<file path="config.mk">
export PLATFORM = sky130hd
export DESIGN_NAME = mems_bridge_top
export DESIGN_NICKNAME = d
export VERILOG_FILES = /design/src/hw/mems_pkg.sv /design/src/hw/spi_xfer_if.sv /design/src/hw/uart_rx.sv /design/src/hw/uart_tx.sv /design/src/hw/cmd_parser.sv /design/src/hw/mems_spi_master.sv /design/src/hw/frame_clk_gen.sv /design/src/hw/mems_bridge_top.sv
export SDC_FILE = /design/constraint.sdc
export NUM_CORES = 1
export LEC_CHECK = 0
export ABC_AREA = 1
export BUFFER_PORTS_ARGS = -buffer_cell sky130_fd_sc_hd__buf_2
export CORE_MARGIN = 5
export CORE_UTILIZATION = 35
export DETAILED_ROUTE_END_ITERATION = 6
export GPL_TIMING_DRIVEN = 0
export SYNTH_ARGS = -nofsm -noshare
export SYNTH_HDL_FRONTEND = slang
export SYNTH_SLANG_ARGS = --single-unit
</file>
<file path="constraint.sdc">
create_clock -name clk -period 4.6 [get_ports clk]
set_input_delay 0.23 -clock clk [delete_from_list [all_inputs] [get_ports clk]]
set_output_delay 0.23 -clock clk [all_outputs]
set_load 0.05 [all_outputs]
</file>
<file path="src/hw/mems_pkg.sv">
`default_nettype none

package mems_pkg;

  // One SPI transaction to the MEMS part
  localparam int FRAME_BITS  = 24;
  localparam int FRAME_BYTES = 3;   // UART bytes per frame, MSB first

  typedef logic [7:0]            byte_t;   // One UART character
  typedef logic [FRAME_BITS-1:0] frame_t;  // Command or readback word

  // Command parser sequence
  typedef enum logic [2:0] {
    COLLECT,    // Gathering host bytes
    LAUNCH,     // One-cycle start to the SPI master
    WAIT_SPI,
    SEND_BYTE,  // Offer next reply byte to the transmitter
    WAIT_TX
  } parser_state_t;

  // SPI master; prefixed since IDLE is also a UART state
  typedef enum logic [1:0] {SPI_IDLE, SPI_SELECT, SPI_SHIFT, SPI_RELEASE} spi_state_t;

  // Shared by receiver and transmitter
  typedef enum logic [1:0] {UART_IDLE, UART_START, UART_DATA, UART_STOP} uart_state_t;

endpackage

`default_nettype wire

</file>
<file path="src/hw/spi_xfer_if.sv">
`timescale 1ns/1ns
`default_nettype none

interface spi_xfer_if;
  import mems_pkg::*;

  logic   start;     // One-cycle request strobe
  logic   busy;      // Transfer in flight
  logic   done;      // One-cycle completion strobe
  frame_t tx_frame;  // Valid with start
  frame_t rx_frame;  // Valid with done, held until next start

  // Command parser side
  modport requester (output start, output tx_frame, input busy, input done, input rx_frame);

  // SPI master side
  modport responder (input start, input tx_frame, output busy, output done, output rx_frame);

endinterface

`default_nettype wire

</file>
<file path="src/hw/uart_rx.sv">
`timescale 1ns/1ns
`default_nettype none

module uart_rx #(
  parameter int CLKS_PER_BIT = 16
) (
  input  logic            clk,
  input  logic            rst_n,
  input  logic            rxd,
  output mems_pkg::byte_t rx_byte,
  output logic            rx_valid
);
  import mems_pkg::*;

  localparam int                CNT_W     = $clog2(CLKS_PER_BIT + 1);
  localparam logic [CNT_W-1:0]  BIT_LAST  = CNT_W'(CLKS_PER_BIT - 1);
  localparam logic [CNT_W-1:0]  HALF_LAST = CNT_W'(CLKS_PER_BIT / 2 - 1);

  uart_state_t      state;
  logic             rxd_meta;
  logic             rxd_sync;   // Safe to use from here on
  logic [CNT_W-1:0] clk_cnt;    // Cycles within the current bit
  logic [2:0]       bit_cnt;    // Data bit index
  logic             bit_tick;   // Middle of a data or stop bit
  byte_t            shreg;

  assign bit_tick = (clk_cnt == BIT_LAST);

  // Two-flop synchronizer, idles high like the line
  always_ff @(posedge clk) begin
    if (!rst_n) begin
      rxd_meta <= 1'b1;
      rxd_sync <= 1'b1;
    end else begin
      rxd_meta <= rxd;
      rxd_sync <= rxd_meta;
    end
  end

  always_ff @(posedge clk) begin
    if (!rst_n) begin
      state    <= UART_IDLE;
      clk_cnt  <= '0;
      bit_cnt  <= '0;
      rx_valid <= 1'b0;
    end else begin
      rx_valid <= 1'b0;  // Strobe by default
      case (state)
        UART_IDLE: begin
          clk_cnt <= '0;
          bit_cnt <= '0;
          if (!rxd_sync) state <= UART_START;  // Falling edge of start bit
        end
        UART_START: begin
          if (clk_cnt == HALF_LAST) begin
            clk_cnt <= '0;
            // Glitch check at mid start bit
            state   <= rxd_sync ? UART_IDLE : UART_DATA;
          end else begin
            clk_cnt <= clk_cnt + 1'b1;
          end
        end
        UART_DATA: begin
          if (bit_tick) begin
            clk_cnt <= '0;
            bit_cnt <= bit_cnt + 1'b1;
            if (bit_cnt == 3'd7) state <= UART_STOP;
          end else begin
            clk_cnt <= clk_cnt + 1'b1;
          end
        end
        UART_STOP: begin
          if (bit_tick) begin
            clk_cnt  <= '0;
            rx_valid <= rxd_sync;  // Framing error drops the byte
            state    <= UART_IDLE;
          end else begin
            clk_cnt <= clk_cnt + 1'b1;
          end
        end
        default: state <= UART_IDLE;
      endcase
    end
  end

  // Data path, LSB arrives first
  always_ff @(posedge clk) begin
    if (state == UART_DATA && bit_tick) shreg <= {rxd_sync, shreg[7:1]};
    if (state == UART_STOP && bit_tick) rx_byte <= shreg;
  end

endmodule

`default_nettype wire

</file>
<file path="src/hw/uart_tx.sv">
`timescale 1ns/1ns
`default_nettype none

module uart_tx #(
  parameter int CLKS_PER_BIT = 16
) (
  input  logic            clk,
  input  logic            rst_n,
  input  mems_pkg::byte_t tx_byte,
  input  logic            tx_start,
  input  logic            tx_block,  // Host not ready
  output logic            txd,
  output logic            tx_busy
);
  import mems_pkg::*;

  localparam int               CNT_W    = $clog2(CLKS_PER_BIT + 1);
  localparam logic [CNT_W-1:0] BIT_LAST = CNT_W'(CLKS_PER_BIT - 1);

  uart_state_t      state;
  logic [CNT_W-1:0] clk_cnt;
  logic [2:0]       bit_cnt;
  logic             bit_tick;  // Last cycle of a bit
  logic             pending;   // Byte latched, held off by tx_block
  logic             launch;
  byte_t            shreg;

  assign bit_tick = (clk_cnt == BIT_LAST);
  assign launch   = (tx_start || pending) && !tx_block;
  assign tx_busy  = (state != UART_IDLE) || pending;  // Back-pressure to the parser

  always_ff @(posedge clk) begin
    if (!rst_n) begin
      state   <= UART_IDLE;
      clk_cnt <= '0;
      bit_cnt <= '0;
      pending <= 1'b0;
      txd     <= 1'b1;  // Line idles high
    end else begin
      case (state)
        UART_IDLE: begin
          clk_cnt <= '0;
          bit_cnt <= '0;
          if (launch) begin
            pending <= 1'b0;
            txd     <= 1'b0;  // Start bit
            state   <= UART_START;
          end else if (tx_start) begin
            pending <= 1'b1;
          end
        end
        UART_START: begin
          clk_cnt <= bit_tick ? '0 : clk_cnt + 1'b1;
          if (bit_tick) begin
            txd   <= shreg[0];
            state <= UART_DATA;
          end
        end
        UART_DATA: begin
          clk_cnt <= bit_tick ? '0 : clk_cnt + 1'b1;
          if (bit_tick) begin
            bit_cnt <= bit_cnt + 1'b1;
            if (bit_cnt == 3'd7) begin
              txd   <= 1'b1;  // Stop bit
              state <= UART_STOP;
            end else begin
              txd <= shreg[1];  // Next bit before the shift lands
            end
          end
        end
        UART_STOP: begin
          clk_cnt <= bit_tick ? '0 : clk_cnt + 1'b1;
          if (bit_tick) state <= UART_IDLE;
        end
        default: state <= UART_IDLE;
      endcase
    end
  end

  always_ff @(posedge clk) begin
    if (state == UART_IDLE && tx_start) shreg <= tx_byte;
    else if (state == UART_DATA && bit_tick) shreg <= {1'b0, shreg[7:1]};
  end

endmodule

`default_nettype wire

</file>
<file path="src/hw/cmd_parser.sv">
`timescale 1ns/1ns
`default_nettype none

module cmd_parser #(
  parameter int BYTE_TIMEOUT = 4096
) (
  input  logic            clk,
  input  logic            rst_n,
  input  mems_pkg::byte_t rx_byte,
  input  logic            rx_valid,
  output mems_pkg::byte_t tx_byte,
  output logic            tx_start,
  input  logic            tx_busy,
  spi_xfer_if.requester   spi
);
  import mems_pkg::*;

  localparam int                IDLE_W    = $clog2(BYTE_TIMEOUT + 1);
  localparam logic [IDLE_W-1:0] IDLE_LAST = IDLE_W'(BYTE_TIMEOUT - 1);
  localparam int                BCNT_W    = $clog2(FRAME_BYTES + 1);
  localparam logic [BCNT_W-1:0] BYTE_LAST = BCNT_W'(FRAME_BYTES - 1);
  localparam int                BYTE_BITS = $bits(byte_t);

  parser_state_t     state;
  frame_t            cmd_frame;  // Host command, MSB byte first
  frame_t            reply;      // Readback, shifted out byte by byte
  logic [BCNT_W-1:0] byte_cnt;   // Bytes collected, then bytes sent
  logic [IDLE_W-1:0] idle_cnt;   // Gap since last byte of a partial frame
  logic              timeout;

  assign timeout = (byte_cnt != '0) && (idle_cnt == IDLE_LAST);

  // Start is high for the single LAUNCH cycle
  assign spi.start    = (state == LAUNCH);
  assign spi.tx_frame = cmd_frame;

  // Handshake to the transmitter, only when it is free
  assign tx_start = (state == SEND_BYTE) && !tx_busy;
  assign tx_byte  = reply[FRAME_BITS-1 -: BYTE_BITS];

  always_ff @(posedge clk) begin
    if (!rst_n) begin
      state    <= COLLECT;
      byte_cnt <= '0;
      idle_cnt <= '0;
    end else begin
      case (state)
        COLLECT: begin
          if (rx_valid) begin
            idle_cnt <= '0;
            if (byte_cnt == BYTE_LAST) begin
              byte_cnt <= '0;
              state    <= LAUNCH;
            end else begin
              byte_cnt <= byte_cnt + 1'b1;
            end
          end else if (timeout) begin
            byte_cnt <= '0;  // Drop the partial frame
            idle_cnt <= '0;
          end else if (byte_cnt != '0) begin
            idle_cnt <= idle_cnt + 1'b1;
          end
        end
        LAUNCH: state <= WAIT_SPI;
        WAIT_SPI: begin
          if (spi.done) state <= SEND_BYTE;  // byte_cnt already zero
        end
        SEND_BYTE: begin
          if (!tx_busy) state <= WAIT_TX;
        end
        WAIT_TX: begin
          // tx_busy is up the cycle after tx_start, so this waits out the byte
          if (!tx_busy) begin
            if (byte_cnt == BYTE_LAST) begin
              byte_cnt <= '0;
              state    <= COLLECT;
            end else begin
              byte_cnt <= byte_cnt + 1'b1;
              state    <= SEND_BYTE;
            end
          end
        end
        default: state <= COLLECT;
      endcase
    end
  end

  // Frame assembly and reply serialization
  always_ff @(posedge clk) begin
    if (state == COLLECT && rx_valid) begin
      cmd_frame <= {cmd_frame[FRAME_BITS-BYTE_BITS-1:0], rx_byte};
    end
    if (state == WAIT_SPI && spi.done) begin
      reply <= spi.rx_frame;
    end else if (tx_start) begin
      reply <= reply << BYTE_BITS;  // Next byte to the top
    end
  end

endmodule

`default_nettype wire

</file>
<file path="src/hw/mems_spi_master.sv">
`timescale 1ns/1ns
`default_nettype none

module mems_spi_master #(
  parameter int SPI_CLK_DIV = 4  // Cycles per sck half period
) (
  input  logic          clk,
  input  logic          rst_n,
  spi_xfer_if.responder spi,
  input  logic          miso,
  output logic          mosi,
  output logic          sck,
  output logic          cs_n
);
  import mems_pkg::*;

  localparam int               DIV_W    = $clog2(SPI_CLK_DIV + 1);
  localparam logic [DIV_W-1:0] DIV_LAST = DIV_W'(SPI_CLK_DIV - 1);
  localparam int               BIT_W    = $clog2(FRAME_BITS + 1);
  localparam logic [BIT_W-1:0] BIT_LAST = BIT_W'(FRAME_BITS - 1);

  spi_state_t       state;
  logic [DIV_W-1:0] div_cnt;
  logic [BIT_W-1:0] bit_cnt;    // Falling edges so far
  logic             half_tick;  // End of a half period
  logic             done_q;
  frame_t           tx_shreg;   // MSB drives mosi
  frame_t           rx_shreg;

  assign half_tick    = (div_cnt == DIV_LAST);
  assign spi.busy     = (state != SPI_IDLE);
  assign spi.done     = done_q;
  assign spi.rx_frame = rx_shreg;  // Untouched until the next transfer samples
  assign mosi         = tx_shreg[FRAME_BITS-1];

  always_ff @(posedge clk) begin
    if (!rst_n) begin
      state   <= SPI_IDLE;
      div_cnt <= '0;
      bit_cnt <= '0;
      sck     <= 1'b0;  // Mode 0 idle
      cs_n    <= 1'b1;
      done_q  <= 1'b0;
    end else begin
      done_q <= 1'b0;
      if (state == SPI_IDLE || half_tick) div_cnt <= '0;
      else div_cnt <= div_cnt + 1'b1;
      case (state)
        SPI_IDLE: begin
          bit_cnt <= '0;
          if (spi.start) begin
            cs_n  <= 1'b0;
            state <= SPI_SELECT;
          end
        end
        SPI_SELECT: begin
          // Setup time, first bit already on mosi
          if (half_tick) begin
            sck   <= 1'b1;
            state <= SPI_SHIFT;
          end
        end
        SPI_SHIFT: begin
          if (half_tick) begin
            sck <= ~sck;
            if (sck) begin  // Falling edge
              if (bit_cnt == BIT_LAST) state <= SPI_RELEASE;
              else bit_cnt <= bit_cnt + 1'b1;
            end
          end
        end
        SPI_RELEASE: begin
          // Hold time after last fall
          if (half_tick) begin
            cs_n   <= 1'b1;
            done_q <= 1'b1;
            state  <= SPI_IDLE;
          end
        end
        default: state <= SPI_IDLE;
      endcase
    end
  end

  always_ff @(posedge clk) begin
    if (state == SPI_IDLE && spi.start) begin
      tx_shreg <= spi.tx_frame;
    end else if (state == SPI_SHIFT && half_tick && sck) begin
      tx_shreg <= tx_shreg << 1;  // mosi moves on the fall
    end
    // Sample on every rising edge
    if (half_tick && (state == SPI_SELECT || (state == SPI_SHIFT && !sck))) begin
      rx_shreg <= {rx_shreg[FRAME_BITS-2:0], miso};
    end
  end

endmodule

`default_nettype wire

</file>
<file path="src/hw/frame_clk_gen.sv">
`timescale 1ns/1ns
`default_nettype none

module frame_clk_gen #(
  parameter int FCLK_DIV = 50  // Cycles per half period
) (
  input  logic clk,
  input  logic rst_n,
  output logic fclk
);

  localparam int               CNT_W    = $clog2(FCLK_DIV + 1);
  localparam logic [CNT_W-1:0] CNT_LAST = CNT_W'(FCLK_DIV - 1);

  logic [CNT_W-1:0] div_cnt;

  // Toggle flop gives 50% duty
  always_ff @(posedge clk) begin
    if (!rst_n) begin
      div_cnt <= '0;
      fclk    <= 1'b0;  // Starts low
    end else if (div_cnt == CNT_LAST) begin
      div_cnt <= '0;
      fclk    <= ~fclk;
    end else begin
      div_cnt <= div_cnt + 1'b1;
    end
  end

endmodule

`default_nettype wire

</file>
<file path="src/hw/mems_bridge_top.sv">
`timescale 1ns/1ns
`default_nettype none

module mems_bridge_top #(
  parameter int CLKS_PER_BIT = 16,
  parameter int SPI_CLK_DIV  = 4,
  parameter int FCLK_DIV     = 50,
  parameter int BYTE_TIMEOUT = 4096
) (
  input  logic clk,
  input  logic rst_n,
  input  logic uart_rxd,   // From host
  input  logic tx_block,   // Host receive buffer full
  output logic uart_txd,   // To host
  input  logic spi_miso,
  output logic spi_mosi,
  output logic spi_sck,
  output logic spi_cs_n,
  output logic fclk,       // Sensor frame clock
  output logic sensor_en
);
  import mems_pkg::*;

  byte_t rx_byte;
  logic  rx_valid;
  byte_t tx_byte;
  logic  tx_start;
  logic  tx_busy;

  spi_xfer_if spi_xfer ();

  assign sensor_en = 1'b1;  // Sensor always powered

  uart_rx #(.CLKS_PER_BIT(CLKS_PER_BIT)) uart_rx_inst (
    .clk(clk), .rst_n(rst_n), .rxd(uart_rxd), .rx_byte(rx_byte), .rx_valid(rx_valid)
  );

  cmd_parser #(.BYTE_TIMEOUT(BYTE_TIMEOUT)) cmd_parser_inst (
    .clk(clk), .rst_n(rst_n), .rx_byte(rx_byte), .rx_valid(rx_valid),
    .tx_byte(tx_byte), .tx_start(tx_start), .tx_busy(tx_busy), .spi(spi_xfer.requester)
  );

  uart_tx #(.CLKS_PER_BIT(CLKS_PER_BIT)) uart_tx_inst (
    .clk(clk), .rst_n(rst_n), .tx_byte(tx_byte), .tx_start(tx_start),
    .tx_block(tx_block), .txd(uart_txd), .tx_busy(tx_busy)
  );

  mems_spi_master #(.SPI_CLK_DIV(SPI_CLK_DIV)) mems_spi_master_inst (
    .clk(clk), .rst_n(rst_n), .spi(spi_xfer.responder),
    .miso(spi_miso), .mosi(spi_mosi), .sck(spi_sck), .cs_n(spi_cs_n)
  );

  frame_clk_gen #(.FCLK_DIV(FCLK_DIV)) frame_clk_gen_inst (
    .clk(clk), .rst_n(rst_n), .fclk(fclk)
  );

endmodule

`default_nettype wire

</file>
======== After elaboration in Yosys (flattened, before gate mapping) ========
Index checks and enable logic that the tools add are counted.
word-level totals
  register bits ........................... 183
  input bits .............................. 5
cells by class
  add/subtract/negate cells ............... 9
  equal/unequal tests ..................... 46
  muxes and demuxes ....................... 67
  bitwise logic cells ..................... 3
  reductions and logical operators ........ 58
operator list
  operator               number
  $mux 24                4
  $mux 2                 22
  $mux 13                3
  $ne 2x1->1 const B     17
  $mux 5                 6
  $pmux 2 s4             3
  $reduce_bool 2->1      12
  $mux 3                 7
  $pmux 5 s2             2
  $mux 8                 2
  $add 5x1->5 const B    3
  $pmux 3 s5             1
  $pmux 5 s3             1
  $reduce_and 5->1       3
  $eq 2x2->1 const B     7
  $logic_and 1x1->1      14
  $add 13x1->13 const B  1
  $eq 13x12->1 const B   1
  $pmux 3 s2             2
  $reduce_and 3->1       4
  $eq 5x4->1 const B     2
  $mux 1                 10
  $ne 2x2->1 const B     5
  $reduce_and 2->1       5
  24 further kinds       46

======== Depth between registers and ports, before layout ========
Gate-level depths: netlist (run 1).
  depth after elaboration ................. 8
  depth in mapped cells ................... 11
  mapped depth without buffers ............ 11

======== Modules after synthesis ========
Synthesis (run 1) repeated with hierarchy kept, for this count alone.
unflattened totals
  cells, all modules ...................... 695
  area, all modules ....................... 7973.9 um2
by module, submodules not included
  module           times used  cells an instance  area an instance (um2)
  cmd_parser       1           259                2874.0
  mems_spi_master  1           189                2620.0
  uart_rx          1           95                 1099.8
  uart_tx          1           111                1029.7
  frame_clk_gen    1           39                 339.1
  mems_bridge_top  1           2                  11.3

======== Least setup slack after synthesis (run 1) ========
Ideal clock, no wire load.
  path kind ............................... register to register
  from .................................... register mems_spi_master_inst.state[0]
  to ...................................... register mems_spi_master_inst.rx_shreg[0] (netlist: mems_spi_master_inst.spi.rx_frame[0]) (enable)
  arrival time ............................ 1.918 ns
  data required time ...................... 4.195 ns
  path slack .............................. 2.277 ns
  stages on the path, launching flop included .. 7
  buffers on the path ..................... 0
  path through ............................ dfxtp_1 inv_1 ha_1 inv_1 nor2_1 nor2_1 nor2_1
between the ends
  longest elaborated chain between the ends .. 4
RTL lines
  what                      line                   source
  start: declaration        mems_spi_master.sv:22  spi_state_t state;
  start signal: assignment  mems_spi_master.sv:38  state <= SPI_IDLE;
  start signal: assignment  mems_spi_master.sv:53  state <= SPI_SELECT;
  start signal: assignment  mems_spi_master.sv:60  state <= SPI_SHIFT;
  $eq 2x2->1                mems_spi_master.sv:92  if (half_tick && (state == SPI_SELECT || (state == SPI_SHIFT && !sck))) begin
  $logic_and 1x1->1         mems_spi_master.sv:92
  $logic_or 1x1->1 (*)      mems_spi_master.sv:92
  $logic_and 1x1->1 (*)     mems_spi_master.sv:92
  end signal: assignment    mems_spi_master.sv:93  rx_shreg <= {rx_shreg[FRAME_BITS-2:0], miso};
  end: declaration          mems_spi_master.sv:28  frame_t rx_shreg;
Every way passes the cells marked *; elsewhere a longest branch is shown, timed or not.
A chain may end at the register's enable or synchronous reset.

======== Final worst setup path (run 1) ========
  from .................................... register uart_tx_inst.state[0]
  to ...................................... register cmd_parser_inst.reply[6] (enable)
between the ends
  longest elaborated chain between the ends .. 5
RTL lines
  what                         line              source
  start: declaration           uart_tx.sv:20     uart_state_t state;
  start signal: assignment     uart_tx.sv:34     state <= UART_IDLE;
  start signal: assignment     uart_tx.sv:47     state <= UART_START;
  start signal: assignment     uart_tx.sv:56     state <= UART_DATA;
  $reduce_bool 2->1            uart_tx.sv:30     assign tx_busy = (state != UART_IDLE) || pending;
  $logic_or 1x1->1             uart_tx.sv:30
  $logic_not 1->1              cmd_parser.sv:38  assign tx_start = (state == SEND_BYTE) && !tx_busy;
  $logic_and 1x1->1            cmd_parser.sv:38
  $reduce_bool 2->1 (no line)  --
  end signal: assignment       cmd_parser.sv:94  reply <= spi.rx_frame;
  end signal: assignment       cmd_parser.sv:96  reply <= reply << BYTE_BITS;
  end: declaration             cmd_parser.sv:26  frame_t reply;
No other way between the ends.

==> out/summary.txt, run 1 <==
startpoint class of the critical path - flop
Synth cell types - 40
synthesized area - 0.00757 mm²
Post-synth ARST share - 0%
Post-Syn Instances - 651
#FFs+latches synth - 183
Mapped Avg Cell Area - 11.6 µm²
hold depth - 2
Critical Path Most Common Cell - inv_1
Hold Violations, Final - 0
FF-to-FF End - cmd_parser_inst.reply[6]
routed len/inst - 12.2 µm
first-pass GRT wire length - 20300 µm
Final Power - 3.99 mW
clk buf depth - 2
reg-to-reg slack, setup - 2.19 ns
Seq/Total Area, Yosys - 64.3%
Critical Path RT - 4.54 ns
Final setup viols - 0
final core occ - 40.8%
setup ws final - 2.19 ns
final worst-path cycle share - 52.4%
crit path time final - 2.41 ns
num rows - 53
worst path cell trace - inv_1 > ha_1 > inv_1 > nor2_1 > nand3_1 > buf_2 > nand2_1
layout cell share with drive strength beyond 1 - 16.5%
DR vias - 4335
CP bufs+invs - 3
outcome - complete, no violations
Least-Margin Pin Slew - 1.03 ns
Slew Viols, Final - 0
nets - 712
Num Clock Sinks - 183
total number of H-tree levels - 4
Primary FF master, synth - edfxtp_1
Worst Reg-to-Reg Cells - 7
Initial Util - 35.8%
CTS tree - done
Sequential Power Share - 48.4%
hold path startpoint - uart_rxd
DRC - 0
Area Overhead vs Synth - 14.1%
die area - 0.0247 mm²
initial antenna violation count - 0
CP Capture Type - flop
largest net degree at the start of global routing - 25
dpl ws - 2.11 ns
CTS Root Cell - clkbuf_16
worst path arrival time - 2.35 ns
sw frac - 28.5%
Post-synth EDFFs - 120
CP Max Fanout - 24
switching power - 1.14 mW
RR Startpoint - uart_tx_inst.state[0]
setup TNS - 0 ns
clk slew on worst S/H paths - 0.07 ns
crit path kind - flop to flop
leakage power - 3.30 nW
gr ovfl total - 0
PwrDens - 462 mW/mm²
synth warn - 0
DRT antenna net count - 0
RSZ-0062 raised after global routing - false
Pint - 2.86 mW
n_diodes - 0
die height - 157 µm
DRT Pass-1 Iters - 4
number of global-route vias before repair - 4216
family with the most delay on the worst path - simple AND/OR/NAND/NOR gates
GP Congestion - 0.784
maxcap violations - 0
Initial DRC Count - 179
Post-DP HPWL - 7860 µm
fmax - 415 MHz
Combinational Power Share - 14.2%
most common cell after layout, fill and taps aside - edfxtp_1
Mapped Nets - 681
final WL - 11800 µm
number of I/O pins - 11
CP max stage delay - 0.63 ns
Port Buffers - 9
Die Wd - 157 µm
hold path endpoint - uart_rx_inst.rxd_meta
Hold Path Class - input pin to flop
Crit-path slowest cell - nand2_1
Clk Latency, worst-skew pair - 0.43 ns
Slew HR - 31.2%
Num CTS Buffers - 17
clock power share - 37.5%
vias per std cell - 4.47
commonest non-fill, non-tap cells in the layout - 120 x edfxtp_1, 101 x nand2_1, 78 x nor2_1, 75 x inv_1, 63 x dfxtp_1
GRT Total Usage - 10.2%
Peak supply drop - 0.262 mV
Setup Skew - 0.0110 ns
core area - 0.0212 mm²
==> timing repair <==
item | in CTS | in global routing
setup buffers | 0 | 0
gates resized for setup | 0 | 0
hold buffers | 1 | 0
hold endpoints to repair | 1 | 0
==> cell usage after synthesis (all sizes together), types with 2 or more instances <==
library cell	count	area, µm²
ha	25	313
or2	4	25.0
nand2	105	414
mux2	46	578
nor3	7	40.0
nor2	84	330
buf	8	73.8
inv	77	289
o211ai	3	22.5
o21ai	23	119
edfxtp	120	3600
nor3b	3	22.5
clkbuf	3	11.3
dfxtp	63	1260
o21bai	2	15.0
xor2	8	70.1
a21oi	28	151
nand3	33	165
==> how the worst max path moves through the flow <==
stage,from,slack (ns),depth (start not counted),endpoint
2_1_floorplan,mems_spi_master_inst.state[0],2.28,6,mems_spi_master_inst.spi.rx_frame[0]
3_5_place_dp,uart_tx_inst.state[1],2.11,7,cmd_parser_inst.reply[6]
4_1_cts,uart_tx_inst.state[0],2.08,7,cmd_parser_inst.reply[6]
6_report,uart_tx_inst.state[0],2.19,7,cmd_parser_inst.reply[6]
3_3_place_gp,mems_spi_master_inst.state[0],1.66,6,mems_spi_master_inst.spi.rx_frame[1]
5_1_grt,uart_tx_inst.state[1],1.92,7,cmd_parser_inst.reply[6]
==> power groups by stage <==
stage / combinational, mW / clock [mW] / sequential, mW
4_1_cts: 0.572 / 1.55 / 1.93
3_3_place_gp: 0.561 / 0 / 1.97
6_report: 0.565 / 1.50 / 1.93
2_1_floorplan: 0.432 / 0 / 1.98
3_5_place_dp: 0.568 / 0 / 1.97
5_1_grt: 0.636 / 1.62 / 1.94
==> registers in the layout (all words and copies together), names as in the netlist, 6 cells and up, named ones only <==
| name | flops |
|---|---|
| cmd_parser_inst.idle_cnt | 13 |
| cmd_parser_inst.reply | 24 |
| cmd_parser_inst.spi.tx_frame | 24 |
| frame_clk_gen_inst.div_cnt | 6 |
| mems_spi_master_inst.spi.rx_frame | 24 |
| mems_spi_master_inst.tx_shreg | 24 |
| uart_rx_inst.rx_byte | 8 |
| uart_rx_inst.shreg | 8 |
| uart_tx_inst.shreg | 8 |
==> kinds of logic after synthesis <==
family,count (synthesis),share of synthesized area (%)
other,1,0.0495
XOR/XNOR,9,1.04
adder cells (fa/ha/maj),25,4.13
AO/OA/AOI/OAI,60,4.50
buffers and inverters,88,4.94
multiplexers,46,7.64
flip-flops,183,64.3
AND/OR/NAND/NOR,239,13.4
==> cell type report <==
cell class | instances | area, µm²
Tap cell | 275 | 344
Sequential cell | 183 | 4860
Clock buffer | 17 | 425
Multi-Input combinational cell | 380 | 2330
Clock inverter | 15 | 209
Inverter | 77 | 289
Timing Repair Buffer | 12 | 85.1
Buffer | 11 | 85.1
Fill cell | 2005 | 12500
==> metrics by stage <==
stage / cell area [µm²] / cells / hold WS, ns
2_1_floorplan: 7570 / 651 / 0.329
3_3_place_gp: 7960 / 935 / 0.398
3_5_place_dp: 7990 / 937 / 0.405
4_1_cts: 8640 / 970 / 0.00226
5_1_grt: 8640 / 970 / 0.00564
6_report: 8640 / 970 / 0.0210
==> layer usage <==
metal | track usage, % | wire length [µm] | share of wire, % | vias to the layer above
met1 | 13.6 | 5860 | 50 | 2042
met4 | 2.83 | 112 | 0.95 | 0
met5 | 0 | 0 | 0 | -
li1 | - | - | - | 2257
met3 | 3.05 | 320 | 2.7 | 10
met2 | 16.4 | 5550 | 47 | 26
(Power assumes the default switching activity.)
==> inputs of run 2 (changes only) <==
--- a/config.mk
+++ b/config.mk
@@ -5,7 +5,7 @@
 export SDC_FILE = /design/constraint.sdc
 export NUM_CORES = 1
 export LEC_CHECK = 0
-export ABC_AREA = 1
+export ABC_AREA = 0
 export BUFFER_PORTS_ARGS = -buffer_cell sky130_fd_sc_hd__buf_2
 export CORE_MARGIN = 5
 export CORE_UTILIZATION = 35
==> constraint.sdc (replaced) <==
create_clock -name clk -period 2.45 [get_ports clk]
set_input_delay 0.1225 -clock clk [delete_from_list [all_inputs] [get_ports clk]]
set_output_delay 0.1225 -clock clk [all_outputs]
set_load 0.05 [all_outputs]
==> out/summary.txt, run 2 <==
largest area contributor in the synthesized netlist - edfxtp_1 (unchanged)
final core occ - 40.7% (was 40.8%)
Peak supply drop - 0.491 mV (was 0.262 mV)
CTS Root Cell - clkbuf_16 (unchanged)
Num Clock Sinks - 183 (unchanged)
clk buf depth - 2 (unchanged)
Fin Hold WS - 0.186 ns (was 0.0210 ns)
Crit-path slowest cell - o21ai_0 (was nand2_1)
top-count cell post-synth - edfxtp_1 (unchanged)
layout cell share with drive strength beyond 1 - 14.2% (was 16.5%)
Setup Skew - 0.0134 ns (was 0.0110 ns)
switching power - 1.38 mW (was 1.14 mW)
synth warn - 0 (unchanged)
#FFs+latches synth - 183 (unchanged)
final worst-path cycle share - 90.4% (was 52.4%)
synthesized area - 0.00757 mm² (about the same)
met3 GRT Util - 2.42% (was 3.05%)
GRT Total Usage - 11.2% (was 10.2%)
clk slew on worst S/H paths - 0.07 ns (about the same)
Combinational Power Share - 2.3% (was 14.2%)
Post-synth ARST share - 0% (unchanged)
routed len/inst - 14.2 µm (was 12.2 µm)
die height - 157 µm (about the same)
top post-synthesis cells by count - 120 x edfxtp_1, 101 x nand2_1, 63 x dfxtp_1 (was 120 x edfxtp_1, 101 x nand2_1, 80 x nor2_1)
Initial Util - 35.8% (about the same)
clock power share - 43.6% (was 37.5%)
CP Max Fanout - 8 (was 24)
CP Capture Type - flop (unchanged)
crit path time final - 2.21 ns (was 2.41 ns)
Synth cell types - 63 (was 40)
worst path arrival time - 2.26 ns (was 2.35 ns)
Final setup viols - 0 (unchanged)
Mapped Nets - 649 (was 681)
maxcap violations - 0 (unchanged)
initial antenna violation count - 0 (unchanged)
Hold Path Class - input pin to flop (unchanged)
total number of H-tree levels - 4 (unchanged)
Die Wd - 157 µm (about the same)
commonest non-fill, non-tap cells in the layout - 120 x edfxtp_1, 100 x nand2_1, 63 x dfxtp_1, 38 x nor2_1, 25 x ha_1 (was 120 x edfxtp_1, 101 x nand2_1, 78 x nor2_1, 75 x inv_1, 63 x dfxtp_1)
Area Overhead vs Synth - 13.8% (was 14.1%)
top cell type's share of synthesized area - 47.6% (about the same)
Clk Latency, worst-skew pair - 0.43 ns (about the same)
gr busiest metal - met2 (unchanged)
Num CTS Buffers - 17 (unchanged)
most common cell after layout, fill and taps aside - edfxtp_1 (unchanged)
GP Congestion - 0.836 (was 0.784)
Hold Violations, Final - 0 (unchanged)
gr ovfl total - 0 (unchanged)
die area - 0.0247 mm² (about the same)
core area - 0.0212 mm² (unchanged)
PwrDens - 703 mW/mm² (was 462 mW/mm²)
DRT Pass-1 Iters - 5 (was 4)
crit path kind - flop to flop (unchanged)
DRC - 0 (unchanged)
startpoint class of the critical path - flop (unchanged)
Initial DRC Count - 260 (was 179)
outcome - complete, no violations (unchanged)
setup bufs post-CTS - 0 (unchanged)
DRT antenna net count - 0 (unchanged)
DR vias - 4674 (was 4335)
RSZ-0062 raised after global routing - false (unchanged)
Slew HR - 29.4% (was 31.2%)
Post-Syn Instances - 619 (was 651)
Post-DP HPWL - 9040 µm (was 7860 µm)
family with the most delay on the worst path - compound AO/OA/AOI/OAI gates (was simple AND/OR/NAND/NOR gates)
first-pass GRT wire length - 22600 µm (was 20300 µm)
fmax - 452 MHz (was 415 MHz)
worst path cell trace - inv_1 > ha_1 > nand2b_1 > clkbuf_1 > o21ai_0 (was inv_1 > ha_1 > inv_1 > nor2_1 > nand3_1 > buf_2 > nand2_1)
vias per std cell - 4.98 (was 4.47)
Critical Path RT - 2.49 ns (was 4.54 ns)
Sequential Power Share - 54.1% (was 48.4%)
Pint - 4.67 mW (was 2.86 mW)
Least-Margin Pin Slew - 1.05 ns (was 1.03 ns)
num rows - 53 (unchanged)
Slew Viols, Final - 0 (unchanged)
Area contributors post-synth - edfxtp_1 48%, dfxtp_1 17%, nand2_1 5.0% (unchanged)
placed insts - 903 (was 937)
final WL - 13300 µm (was 11800 µm)
Mapped Avg Cell Area - 12.2 µm² (was 11.6 µm²)
leakage power - 3.00 nW (was 3.30 nW)
largest net degree at the start of global routing - 25 (unchanged)
sw frac - 22.9% (was 28.5%)
Seq/Total Area, Yosys - 64.3% (about the same)
n_diodes - 0 (unchanged)
GR Util met2 - 18.1% (was 16.4%)
Primary FF master, synth - edfxtp_1 (unchanged)
number of I/O pins - 11 (unchanged)
Post-synth EDFFs - 120 (unchanged)
CP bufs+invs - 2 (was 3)
nets - 680 (was 712)
number of global-route vias before repair - 4703 (was 4216)
Final Non-Filler Cells - 938 (was 970)
GR Util met1 - 14.6% (was 13.6%)
CP max stage delay - 0.87 ns (was 0.63 ns)
CTS tree - done (unchanged)
Port Buffers - 8 (was 9)
run 2: cell families (layout without fill, tap and decap cells):
family,count (synthesis),after routing,synth area share (%)
AND/OR/NAND/NOR,253,253,17.0
flip-flops,183,183,64.3
AO/OA/AOI/OAI,75,75,6.62
buffers and inverters,40,84,2.27
adder cells (fa/ha/maj),25,25,4.13
multiplexers,25,25,3.70
XOR/XNOR,17,17,1.97
other,1,1,0.0496
run 2: final timing paths:
path	startpoint	to	slack (ns)	cells past startpoint
hold reg to reg	uart_rx_inst.rxd_meta	uart_rx_inst.rxd_sync	0.41	1
hold / removal	rst_n	uart_rx_inst.rxd_sync	0.19	2
setup / recovery	uart_tx_inst.state[0]	uart_tx_inst.shreg[1]	0.24	5
setup reg to reg	uart_tx_inst.state[0]	uart_tx_inst.shreg[1]	0.24	5
run 2: power groups by stage:
stage / Combinational [mW] / Sequential, mW / Clock, mW
floorplan: 0.0937 / 3.34 / 0
global placement: 0.127 / 3.34 / 0
detailed placement: 0.134 / 3.34 / 0
CTS: 0.139 / 3.27 / 2.71
global route: 0.156 / 3.27 / 2.85
finish: 0.138 / 3.27 / 2.64
run 2: area by class of cell:
| class | count | area [µm²] |
|---|---|---|
| repair buffers | 12 | 85.1 |
| clock buffers | 17 | 425 |
| inverters | 15 | 56.3 |
| well taps | 275 | 344 |
| flip-flops and latches | 183 | 4860 |
| plain buffers | 25 | 115 |
| clock inverters | 15 | 159 |
| multi-input cells | 396 | 2560 |
| fillers | 1948 | 12500 |
run 2: through the flow:
stage               cell area (µm²)  worst slack, ns  total power, mW  setup TNS [ns]
floorplan                      7570            0.120             3.44               0
global placement               7950           -0.361             3.47          -17.05
detailed placement             7970           -0.445             3.48          -12.27
CTS                            8590           0.0518             6.12               0
global route                   8610           0.0456             6.28               0
finish                         8610            0.235             6.05               0
run 2: per-layer routing:
layer  vias to the layer above  part of all wire, %
met5                         -                    0
met4                         0                  1.9
met3                        20                  3.1
li1                       2302                    -
met1                      2273                   47
met2                        79                   48
run 2: worst register-to-register path: stages (launching register included):
cell,delay [ns]
dfxtp_1,0.34
inv_1,0.11
ha_1,0.25
nand2b_1,0.08
clkbuf_1,0.19
o21ai_0,0.87
run 2: repair_timing:
item                                    in CTS  in global routing
endpoints found under the hold margin        3                  0
resized for setup                            3                  4
pin swaps                                    0                  0
hold buffers                                 3                  0
endpoints found under the setup margin      48                 81
